===== src/rtl/corePkg.sv =====
package corePkg;

	// Data and instruction word
	typedef logic [15:0] wordT;

	// Byte address, instructions sit two bytes apart
	typedef logic [15:0] addrT;

	typedef logic [3:0] regIdxT;

	typedef enum logic [1:0] {
		phaseFetch,
		phaseDecode,
		phaseExecute,
		phaseCommit
	} phaseT;

	// Instruction field positions
	localparam int groupHi = 15;
	localparam int groupLo = 12;
	localparam int opHi = 11;
	localparam int opLo = 8;
	localparam int dstHi = 7;
	localparam int dstLo = 4;
	localparam int srcHi = 3;
	localparam int srcLo = 0;

	// Groups
	localparam logic [3:0] groupSystem = 4'h1;
	localparam logic [3:0] groupLoadStore = 4'h2;
	localparam logic [3:0] groupJump = 4'h3;
	localparam logic [3:0] groupAlu = 4'h4;

	// Load/store operations
	localparam logic [3:0] opLdi = 4'h0;
	localparam logic [3:0] opSt = 4'h1;

	// ALU operations, low two bits form the ALU select
	localparam logic [3:0] opAdd = 4'h0;
	localparam logic [3:0] opSub = 4'h1;
	localparam logic [3:0] opAnd = 4'h2;
	localparam logic [3:0] opXor = 4'h3;

	// Jump and system operations
	localparam logic [3:0] opJmp = 4'h0;
	localparam logic [3:0] opEi = 4'h1;
	localparam logic [3:0] opDi = 4'h2;
	localparam logic [3:0] opReti = 4'h3;

	localparam addrT resetAddr = 16'h0000;
	localparam addrT vectorInt0 = 16'h0004;
	localparam addrT vectorInt1 = 16'h0008;

endpackage

===== src/rtl/core.sv =====
`timescale 1ns/100ps

module core
	import corePkg::*;
#(
	parameter int numRegs = 16
) (
	input  logic clk,
	input  logic rst,
	input  logic int0,
	input  logic int1,
	input  wordT din,
	output addrT addr,
	output wordT dout,
	output logic rdn,
	output logic wrn
);

	phaseT phase;
	regIdxT srcIdx;
	regIdxT dstIdx;
	logic [1:0] aluOp;
	logic isLdi;
	logic isSt;
	logic isAlu;
	logic isJmp;
	logic isEi;
	logic isDi;
	logic isReti;
	logic takeInt;
	logic vectorSel;
	wordT regDst;
	wordT regSrc;
	addrT pc;

	phaseSequencer u_phaseSequencer (
		.clk   (clk),
		.rst   (rst),
		.phase (phase)
	);

	instructionDecoder u_instructionDecoder (
		.clk    (clk),
		.rst    (rst),
		.phase  (phase),
		.din    (din),
		.srcIdx (srcIdx),
		.dstIdx (dstIdx),
		.aluOp  (aluOp),
		.isLdi  (isLdi),
		.isSt   (isSt),
		.isAlu  (isAlu),
		.isJmp  (isJmp),
		.isEi   (isEi),
		.isDi   (isDi),
		.isReti (isReti)
	);

	registerDatapath #(
		.numRegs (numRegs)
	) u_registerDatapath (
		.clk    (clk),
		.rst    (rst),
		.phase  (phase),
		.srcIdx (srcIdx),
		.dstIdx (dstIdx),
		.aluOp  (aluOp),
		.isLdi  (isLdi),
		.isAlu  (isAlu),
		.din    (din),
		.regDst (regDst),
		.regSrc (regSrc)
	);

	interruptController u_interruptController (
		.clk       (clk),
		.rst       (rst),
		.phase     (phase),
		.int0      (int0),
		.int1      (int1),
		.isEi      (isEi),
		.isDi      (isDi),
		.isReti    (isReti),
		.takeInt   (takeInt),
		.vectorSel (vectorSel)
	);

	programCounter u_programCounter (
		.clk       (clk),
		.rst       (rst),
		.phase     (phase),
		.isLdi     (isLdi),
		.isJmp     (isJmp),
		.isReti    (isReti),
		.takeInt   (takeInt),
		.vectorSel (vectorSel),
		.regDst    (regDst),
		.pc        (pc)
	);

	// Store uses the destination register as address
	always_comb begin
		if (phase == phaseExecute && isSt) begin
			addr = regDst;
		end else if (phase == phaseExecute && isLdi) begin
			addr = pc + addrT'(2);
		end else begin
			addr = pc;
		end
	end

	assign dout = regSrc;

	// Strobes are registered one phase ahead so they leave reset high;
	// the memory answers combinationally, so the first fetch still reads
	always_ff @(posedge clk) begin
		if (rst) begin
			rdn <= 1'b1;
			wrn <= 1'b1;
		end else begin
			case (phase)
				phaseCommit: begin
					rdn <= 1'b0;
				end
				phaseDecode: begin
					rdn <= !isLdi;
				end
				default: begin
					rdn <= 1'b1;
				end
			endcase
			wrn <= !(phase == phaseDecode && isSt);
		end
	end

endmodule


===== src/rtl/programCounter.sv =====
`timescale 1ns/100ps

module programCounter
	import corePkg::*;
(
	input  logic  clk,
	input  logic  rst,
	input  phaseT phase,
	input  logic  isLdi,
	input  logic  isJmp,
	input  logic  isReti,
	input  logic  takeInt,
	input  logic  vectorSel,
	input  wordT  regDst,
	output addrT  pc
);

	addrT seqAddr;
	addrT nextAddr;
	addrT retAddr;
	addrT vectorAddr;

	// LDI carries its immediate in the following word
	assign seqAddr = pc + (isLdi ? addrT'(4) : addrT'(2));

	// Address fetched next when no interrupt intervenes
	always_comb begin
		if (isReti) begin
			nextAddr = retAddr;
		end else if (isJmp) begin
			nextAddr = regDst;
		end else begin
			nextAddr = seqAddr;
		end
	end

	assign vectorAddr = vectorSel ? vectorInt1 : vectorInt0;

	always_ff @(posedge clk) begin
		if (rst) begin
			pc <= resetAddr;
			retAddr <= resetAddr;
		end else if (phase == phaseCommit) begin
			if (takeInt) begin
				pc <= vectorAddr;
				retAddr <= nextAddr;
			end else begin
				pc <= nextAddr;
			end
		end
	end

endmodule


===== src/rtl/interruptController.sv =====
`timescale 1ns/100ps

module interruptController
	import corePkg::*;
(
	input  logic  clk,
	input  logic  rst,
	input  phaseT phase,
	input  logic  int0,
	input  logic  int1,
	input  logic  isEi,
	input  logic  isDi,
	input  logic  isReti,
	output logic  takeInt,
	output logic  vectorSel
);

	logic [1:0] int0Sync;
	logic [1:0] int1Sync;
	logic int1En;
	logic inService;
	logic pend0;
	logic pend1;

	// Lines are asynchronous levels
	always_ff @(posedge clk) begin
		if (rst) begin
			int0Sync <= '0;
			int1Sync <= '0;
		end else begin
			int0Sync <= {int0Sync[0], int0};
			int1Sync <= {int1Sync[0], int1};
		end
	end

	// INT0 cannot be masked
	assign pend0 = int0Sync[1];
	assign pend1 = int1Sync[1] & int1En;

	// Enable and in-service are sampled before this commit's own update
	assign takeInt = (phase == phaseCommit) && !inService && (pend0 || pend1);

	// High selects INT1, INT0 has priority
	assign vectorSel = !pend0;

	always_ff @(posedge clk) begin
		if (rst) begin
			int1En <= 1'b0;
			inService <= 1'b0;
		end else if (phase == phaseCommit) begin
			if (isEi) begin
				int1En <= 1'b1;
			end else if (isDi) begin
				int1En <= 1'b0;
			end
			if (takeInt) begin
				inService <= 1'b1;
			end else if (isReti) begin
				inService <= 1'b0;
			end
		end
	end

endmodule


===== src/rtl/registerDatapath.sv =====
`timescale 1ns/100ps

module registerDatapath
	import corePkg::*;
#(
	parameter int numRegs = 16
) (
	input  logic       clk,
	input  logic       rst,
	input  phaseT      phase,
	input  regIdxT     srcIdx,
	input  regIdxT     dstIdx,
	input  logic [1:0] aluOp,
	input  logic       isLdi,
	input  logic       isAlu,
	input  wordT       din,
	output wordT       regDst,
	output wordT       regSrc
);

	// With fewer registers the upper index bits drop out
	localparam int idxBits = $clog2(numRegs);

	wordT regFile [numRegs];
	wordT immediate;
	wordT aluResult;
	logic [idxBits-1:0] dstSel;
	logic [idxBits-1:0] srcSel;

	assign dstSel = dstIdx[idxBits-1:0];
	assign srcSel = srcIdx[idxBits-1:0];

	// Jump target and store address come from the destination field
	assign regDst = regFile[dstSel];
	assign regSrc = regFile[srcSel];

	always_comb begin
		case (aluOp)
			opAdd[1:0]: begin
				aluResult = regDst + regSrc;
			end
			opSub[1:0]: begin
				aluResult = regDst - regSrc;
			end
			opAnd[1:0]: begin
				aluResult = regDst & regSrc;
			end
			default: begin
				aluResult = regDst ^ regSrc;
			end
		endcase
	end

	// Second word of LDI is on the bus during execute
	always_ff @(posedge clk) begin
		if (phase == phaseExecute && isLdi) begin
			immediate <= din;
		end
	end

	// Write-back at commit only
	always_ff @(posedge clk) begin
		if (rst) begin
			for (int i = 0; i < numRegs; i++) begin
				regFile[i] <= '0;
			end
		end else if (phase == phaseCommit) begin
			if (isLdi) begin
				regFile[dstSel] <= immediate;
			end else if (isAlu) begin
				regFile[dstSel] <= aluResult;
			end
		end
	end

endmodule


===== src/rtl/instructionDecoder.sv =====
`timescale 1ns/100ps

module instructionDecoder
	import corePkg::*;
(
	input  logic       clk,
	input  logic       rst,
	input  phaseT      phase,
	input  wordT       din,
	output regIdxT     srcIdx,
	output regIdxT     dstIdx,
	output logic [1:0] aluOp,
	output logic       isLdi,
	output logic       isSt,
	output logic       isAlu,
	output logic       isJmp,
	output logic       isEi,
	output logic       isDi,
	output logic       isReti
);

	wordT instr;
	logic [3:0] group;
	logic [3:0] op;

	// Instruction register, cleared so reset decodes as a no-op
	always_ff @(posedge clk) begin
		if (rst) begin
			instr <= '0;
		end else if (phase == phaseFetch) begin
			instr <= din;
		end
	end

	assign group = instr[groupHi:groupLo];
	assign op = instr[opHi:opLo];
	assign dstIdx = instr[dstHi:dstLo];
	assign srcIdx = instr[srcHi:srcLo];
	assign aluOp = op[1:0];

	always_comb begin
		isLdi = 1'b0;
		isSt = 1'b0;
		isAlu = 1'b0;
		isJmp = 1'b0;
		isEi = 1'b0;
		isDi = 1'b0;
		isReti = 1'b0;
		case (group)
			groupLoadStore: begin
				isLdi = (op == opLdi);
				isSt = (op == opSt);
			end
			groupJump: begin
				isJmp = (op == opJmp);
			end
			groupAlu: begin
				// Only the four ALU encodings are valid
				isAlu = (op[3:2] == 2'b00);
			end
			groupSystem: begin
				isEi = (op == opEi);
				isDi = (op == opDi);
				isReti = (op == opReti);
			end
			default: begin
				isLdi = 1'b0;
			end
		endcase
	end

endmodule


===== src/rtl/phaseSequencer.sv =====
`timescale 1ns/100ps

module phaseSequencer
	import corePkg::*;
(
	input  logic  clk,
	input  logic  rst,
	output phaseT phase
);

	phaseT nextPhase;

	// Fixed rotation, no stalls
	always_comb begin
		case (phase)
			phaseFetch: begin
				nextPhase = phaseDecode;
			end
			phaseDecode: begin
				nextPhase = phaseExecute;
			end
			phaseExecute: begin
				nextPhase = phaseCommit;
			end
			default: begin
				nextPhase = phaseFetch;
			end
		endcase
	end

	always_ff @(posedge clk) begin
		if (rst) begin
			phase <= phaseFetch;
		end else begin
			phase <= nextPhase;
		end
	end

endmodule


===== config.mk =====
export PLATFORM = sky130hd
export DESIGN_NAME = core
export DESIGN_NICKNAME = d
export VERILOG_FILES = /design/src/rtl/corePkg.sv /design/src/rtl/core.sv /design/src/rtl/programCounter.sv /design/src/rtl/interruptController.sv /design/src/rtl/registerDatapath.sv /design/src/rtl/instructionDecoder.sv /design/src/rtl/phaseSequencer.sv
export SDC_FILE = /design/constraint.sdc
export NUM_CORES = 1
export LEC_CHECK = 0
export BUFFER_PORTS_ARGS = -buffer_cell sky130_fd_sc_hd__buf_2
export CORE_ASPECT_RATIO = 2
export CORE_MARGIN = 4
export CORE_UTILIZATION = 25
export CTS_CLUSTER_DIAMETER = 100
export DETAILED_ROUTE_END_ITERATION = 7
export PLACE_DENSITY_LB_ADDON = 0.15
export SKIP_CTS_REPAIR_TIMING = 1
export SLEW_MARGIN = 20
export SYNTH_ARGS = -nofsm -noshare
export SYNTH_HDL_FRONTEND = slang
export SYNTH_SLANG_ARGS = --single-unit

===== constraint.sdc =====
create_clock -name clk -period 4.65 [get_ports clk]
set_input_delay 0.6975 -clock clk [delete_from_list [all_inputs] [get_ports clk]]
set_output_delay 0.6975 -clock clk [all_outputs]
set_load 0.01 [all_outputs]

==> summary.txt <==
status: finished with violations
violated checks: setup timing
Net count, final: 1,735
worst skew pair latency: 550 ps
mapped cell area: 18,450 um^2
max-cap violations: 0
Period Utilization, post-route: 100.3%
Seq/Total Area, Yosys: 51.43%
Hold Startpoint: din[6]
final setup fails: 3
post-route ant nets: 0
DRC violations left: 0
Async S/R FF share, synth: 0%
fillers: 7,357
crit path cell chain: buf_12 > buf_8 > mux4_2 > mux4_2 > a2111oi_4 > and4b_2 > a41o_1 > xor2_1 > ha_1 > buf_4 > a21o_1 > a22oi_2 > nor4b_2 > nor4bb_4 > buf_6 > nor3_1
Top FF cell, synth: edfxtp_1
Final WS setup: -15.12 ps
post-route setup TNS: -24.38 ps
commonest non-fill, non-tap cell in the layout: nor2_1
vias after detailed routing: 13,810
depth of the worst hold-timing path: 1
Hold WC Path Type: input pin to register
clk sinks: 338
Yosys cell types: 61
Area growth, synth to finish: 22.10%
most frequent cells in the layout: nor2_1 (305), edfxtp_1 (272), buf_4 (174), mux4_2 (140), a21oi_1 (73)
CTS Buf Count: 34
DP Wirelength: 57.03 mm
WHS: 353.8 ps
critical path data required time: 4910 ps
Clock transition at path regs: 60 ps
switching power total: 3.616 mW
first-pass GRT wire length: 108.0 mm
total power: 10.42 mW
register area: 9502 um^2
via/cell ratio: 5.268
Post-Place Cells: 2,547
row count: 140
Startpoint Class: register
most used cell, CP: mux4_2
register bit count reported by yosys: 338
Internal: 6.807 mW
post-synthesis net count: 1,572
die area: 78,470 um^2
Post-Route WL: 79.15 mm
crit end category: register
clock buffer depth: 3
r2r setup slk: -20 ps
Pre-Repair DR Iteration Count: 5
Die Y: 392.2 um
Core ar.: 73,050 um^2
remaining global-route overflow: 0
crit path time final: 4665 ps
layout cells sized above 1: 30.72%
global placement routability congestion: 0.8918
IO buf count: 53
crit path DAT: 4930 ps
vias in the first global route: 14,320
Ys Warns: 0
Largest stage delay, worst path: 600 ps
Reg2Reg Capture Point: u_registerDatapath.regFile[4][14]
Syn Area/Cell: 12.21 um^2
initial antenna violation count: 1
CTS tree: built
Slew headroom: 30.28%
RSZ-0062 raised after global routing: yes
combined area of the multi-input logic cells: 8652 um^2
Slew @ Worst Pin: 1046 ps
IO Pins: 54
clock share of power: 27.0%
Peak VDD IR: 0.2137 mV
die width: 200.1 um
Register-to-Register Path Depth: 16
largest net degree at the start of global routing: 55
worst-path maximum fanout: 10
Hold EP: u_registerDatapath.immediate[6]
H-tree Lvls: 2
pwr dens: 462.7 nW/um^2
Fin. Hold Viols: 0
GRT Util Overall: 19.69%
Sw Ratio: 34.69%
CP max stage cell: mux4_2
Pleak: 8.035 nW
ANT cells: 0
DRT iter0 DRCs: 997
fraction of power consumed by sequential logic: 33.8%
cell count after synthesis: 1,511
root buf cell: clkbuf_16
Logic pwr share: 39.2%
Starting Density: 25.26%
fin cells: 2,622
fmax: 214.4 MHz
Worst Skew: 25.42 ps
Post-synth EDFFs: 272
drt wl/cell: 30.19 um
max-slew violations: 0
pre-CTS setup slack: -332.3 ps
crit path kind: register to register
-- worst max path at each step --
stage               startpoint                            endpoint  slack (ps)
finish                register   u_registerDatapath.regFile[4][14]         -20
global route          register   u_registerDatapath.regFile[4][14]        -170
detailed placement    register   u_registerDatapath.regFile[3][14]        -330
global placement      register  u_registerDatapath.regFile[12][14]        -300
floorplan             register  u_registerDatapath.regFile[10][14]          -2
CTS                   register   u_registerDatapath.regFile[4][14]        -360
-- layer usage --
metal	vias to the layer above	routed length [um]	GRT usage, %
li1	5994	-	-
met1	7150	25830	19.05
met2	477	44840	39.14
met3	192	2975	1.817
met4	0	5506	11.46
met5	-	0	0
-- sequential cells by signal, indices dropped and copies added (netlist names), named ones only --
register / count
u_programCounter.pc: 16
u_programCounter.retAddr: 16
wrn: 1
u_phaseSequencer.phase: 2
rdn: 1
u_instructionDecoder.instr: 16
u_interruptController.int0Sync: 2
u_interruptController.int1En: 1
u_registerDatapath.regFile: 256
u_registerDatapath.immediate: 16
u_interruptController.inService: 1
u_interruptController.int1Sync: 2
-- synth_stat cells (6+ instances only) --
cell type  instances  area (um^2)
nor2_1           306         1149
edfxtp_1         272         8168
mux4_2           140         3153
clkbuf_1         100        375.4
a21oi_1           79        395.4
nor3_1            75        375.4
dfxtp_1           66         1321
nand2_1           63        236.5
mux2i_1           47        470.5
ha_1              39        488.0
a211oi_1          31        232.7
xnor2_1           31        271.5
nor2b_1           25        156.4
o21ai_0           24        120.1
nand2b_1          21        131.4
a22oi_1           20        150.1
buf_1             19        71.32
xor2_1            19        166.4
inv_1             15        56.30
nand3_1           11        55.05
a21oi_2           10        87.58
a221oi_1           8        70.07
nand4_1            7        43.79
a21o_1             6        45.04
-- critical path: cells and delay by family (launching register included) --
kind            cells  cell delay (ps)
xor+xnor            1              150
mux                 2             1100
buf+inv             4              650
fa+ha+maj           1              290
compound gates      4              940
simple gates        4              870
flops               1              370
-- through the flow --
stage                     util (%)  instance area [um^2]
after floorplan                  -                 18500
after global placement       28.74                 21000
after detailed placement     28.75                 21000
after CTS                    30.21                 22070
after global routing         30.84                 22530
final                        30.84                 22530
-- area by class of cell --
class / instances / share of cell area [%]
Clock buffer: 48 / 4.194
Timing Repair Buffer: 257 / 9.270
Sequential cell: 338 / 42.18
Tap cell: 923 / 5.127
Inverter: 16 / 0.2666
Clock inverter: 13 / 0.5554
Multi-Input combinational cell: 1027 / 38.41
-- cell families (layout without fill, tap and decap cells) --
| group | Yosys count | count (layout) | synth area share (%) |
|---|---|---|---|
| muxes | 191 | 192 | 19.88 |
| adders and majority gates | 41 | 41 | 2.862 |
| xor gates and xnor gates | 50 | 50 | 2.374 |
| and+or+nand+nor | 541 | 541 | 12.91 |
| AOI/OAI and AO/OA | 203 | 203 | 7.182 |
| buffers and inverters | 147 | 334 | 3.350 |
| DFF | 338 | 338 | 51.43 |
-- power by group through the flow --
stage	registers, mW	logic (mW)	clock network [mW]
global placement	3.58	3.83	0
finish	3.52	4.09	2.82
global route	3.53	4.33	2.97
floorplan	3.50	2.16	0
detailed placement	3.58	3.83	0
CTS	3.52	3.85	2.88
(Power assumes the default switching activity.)
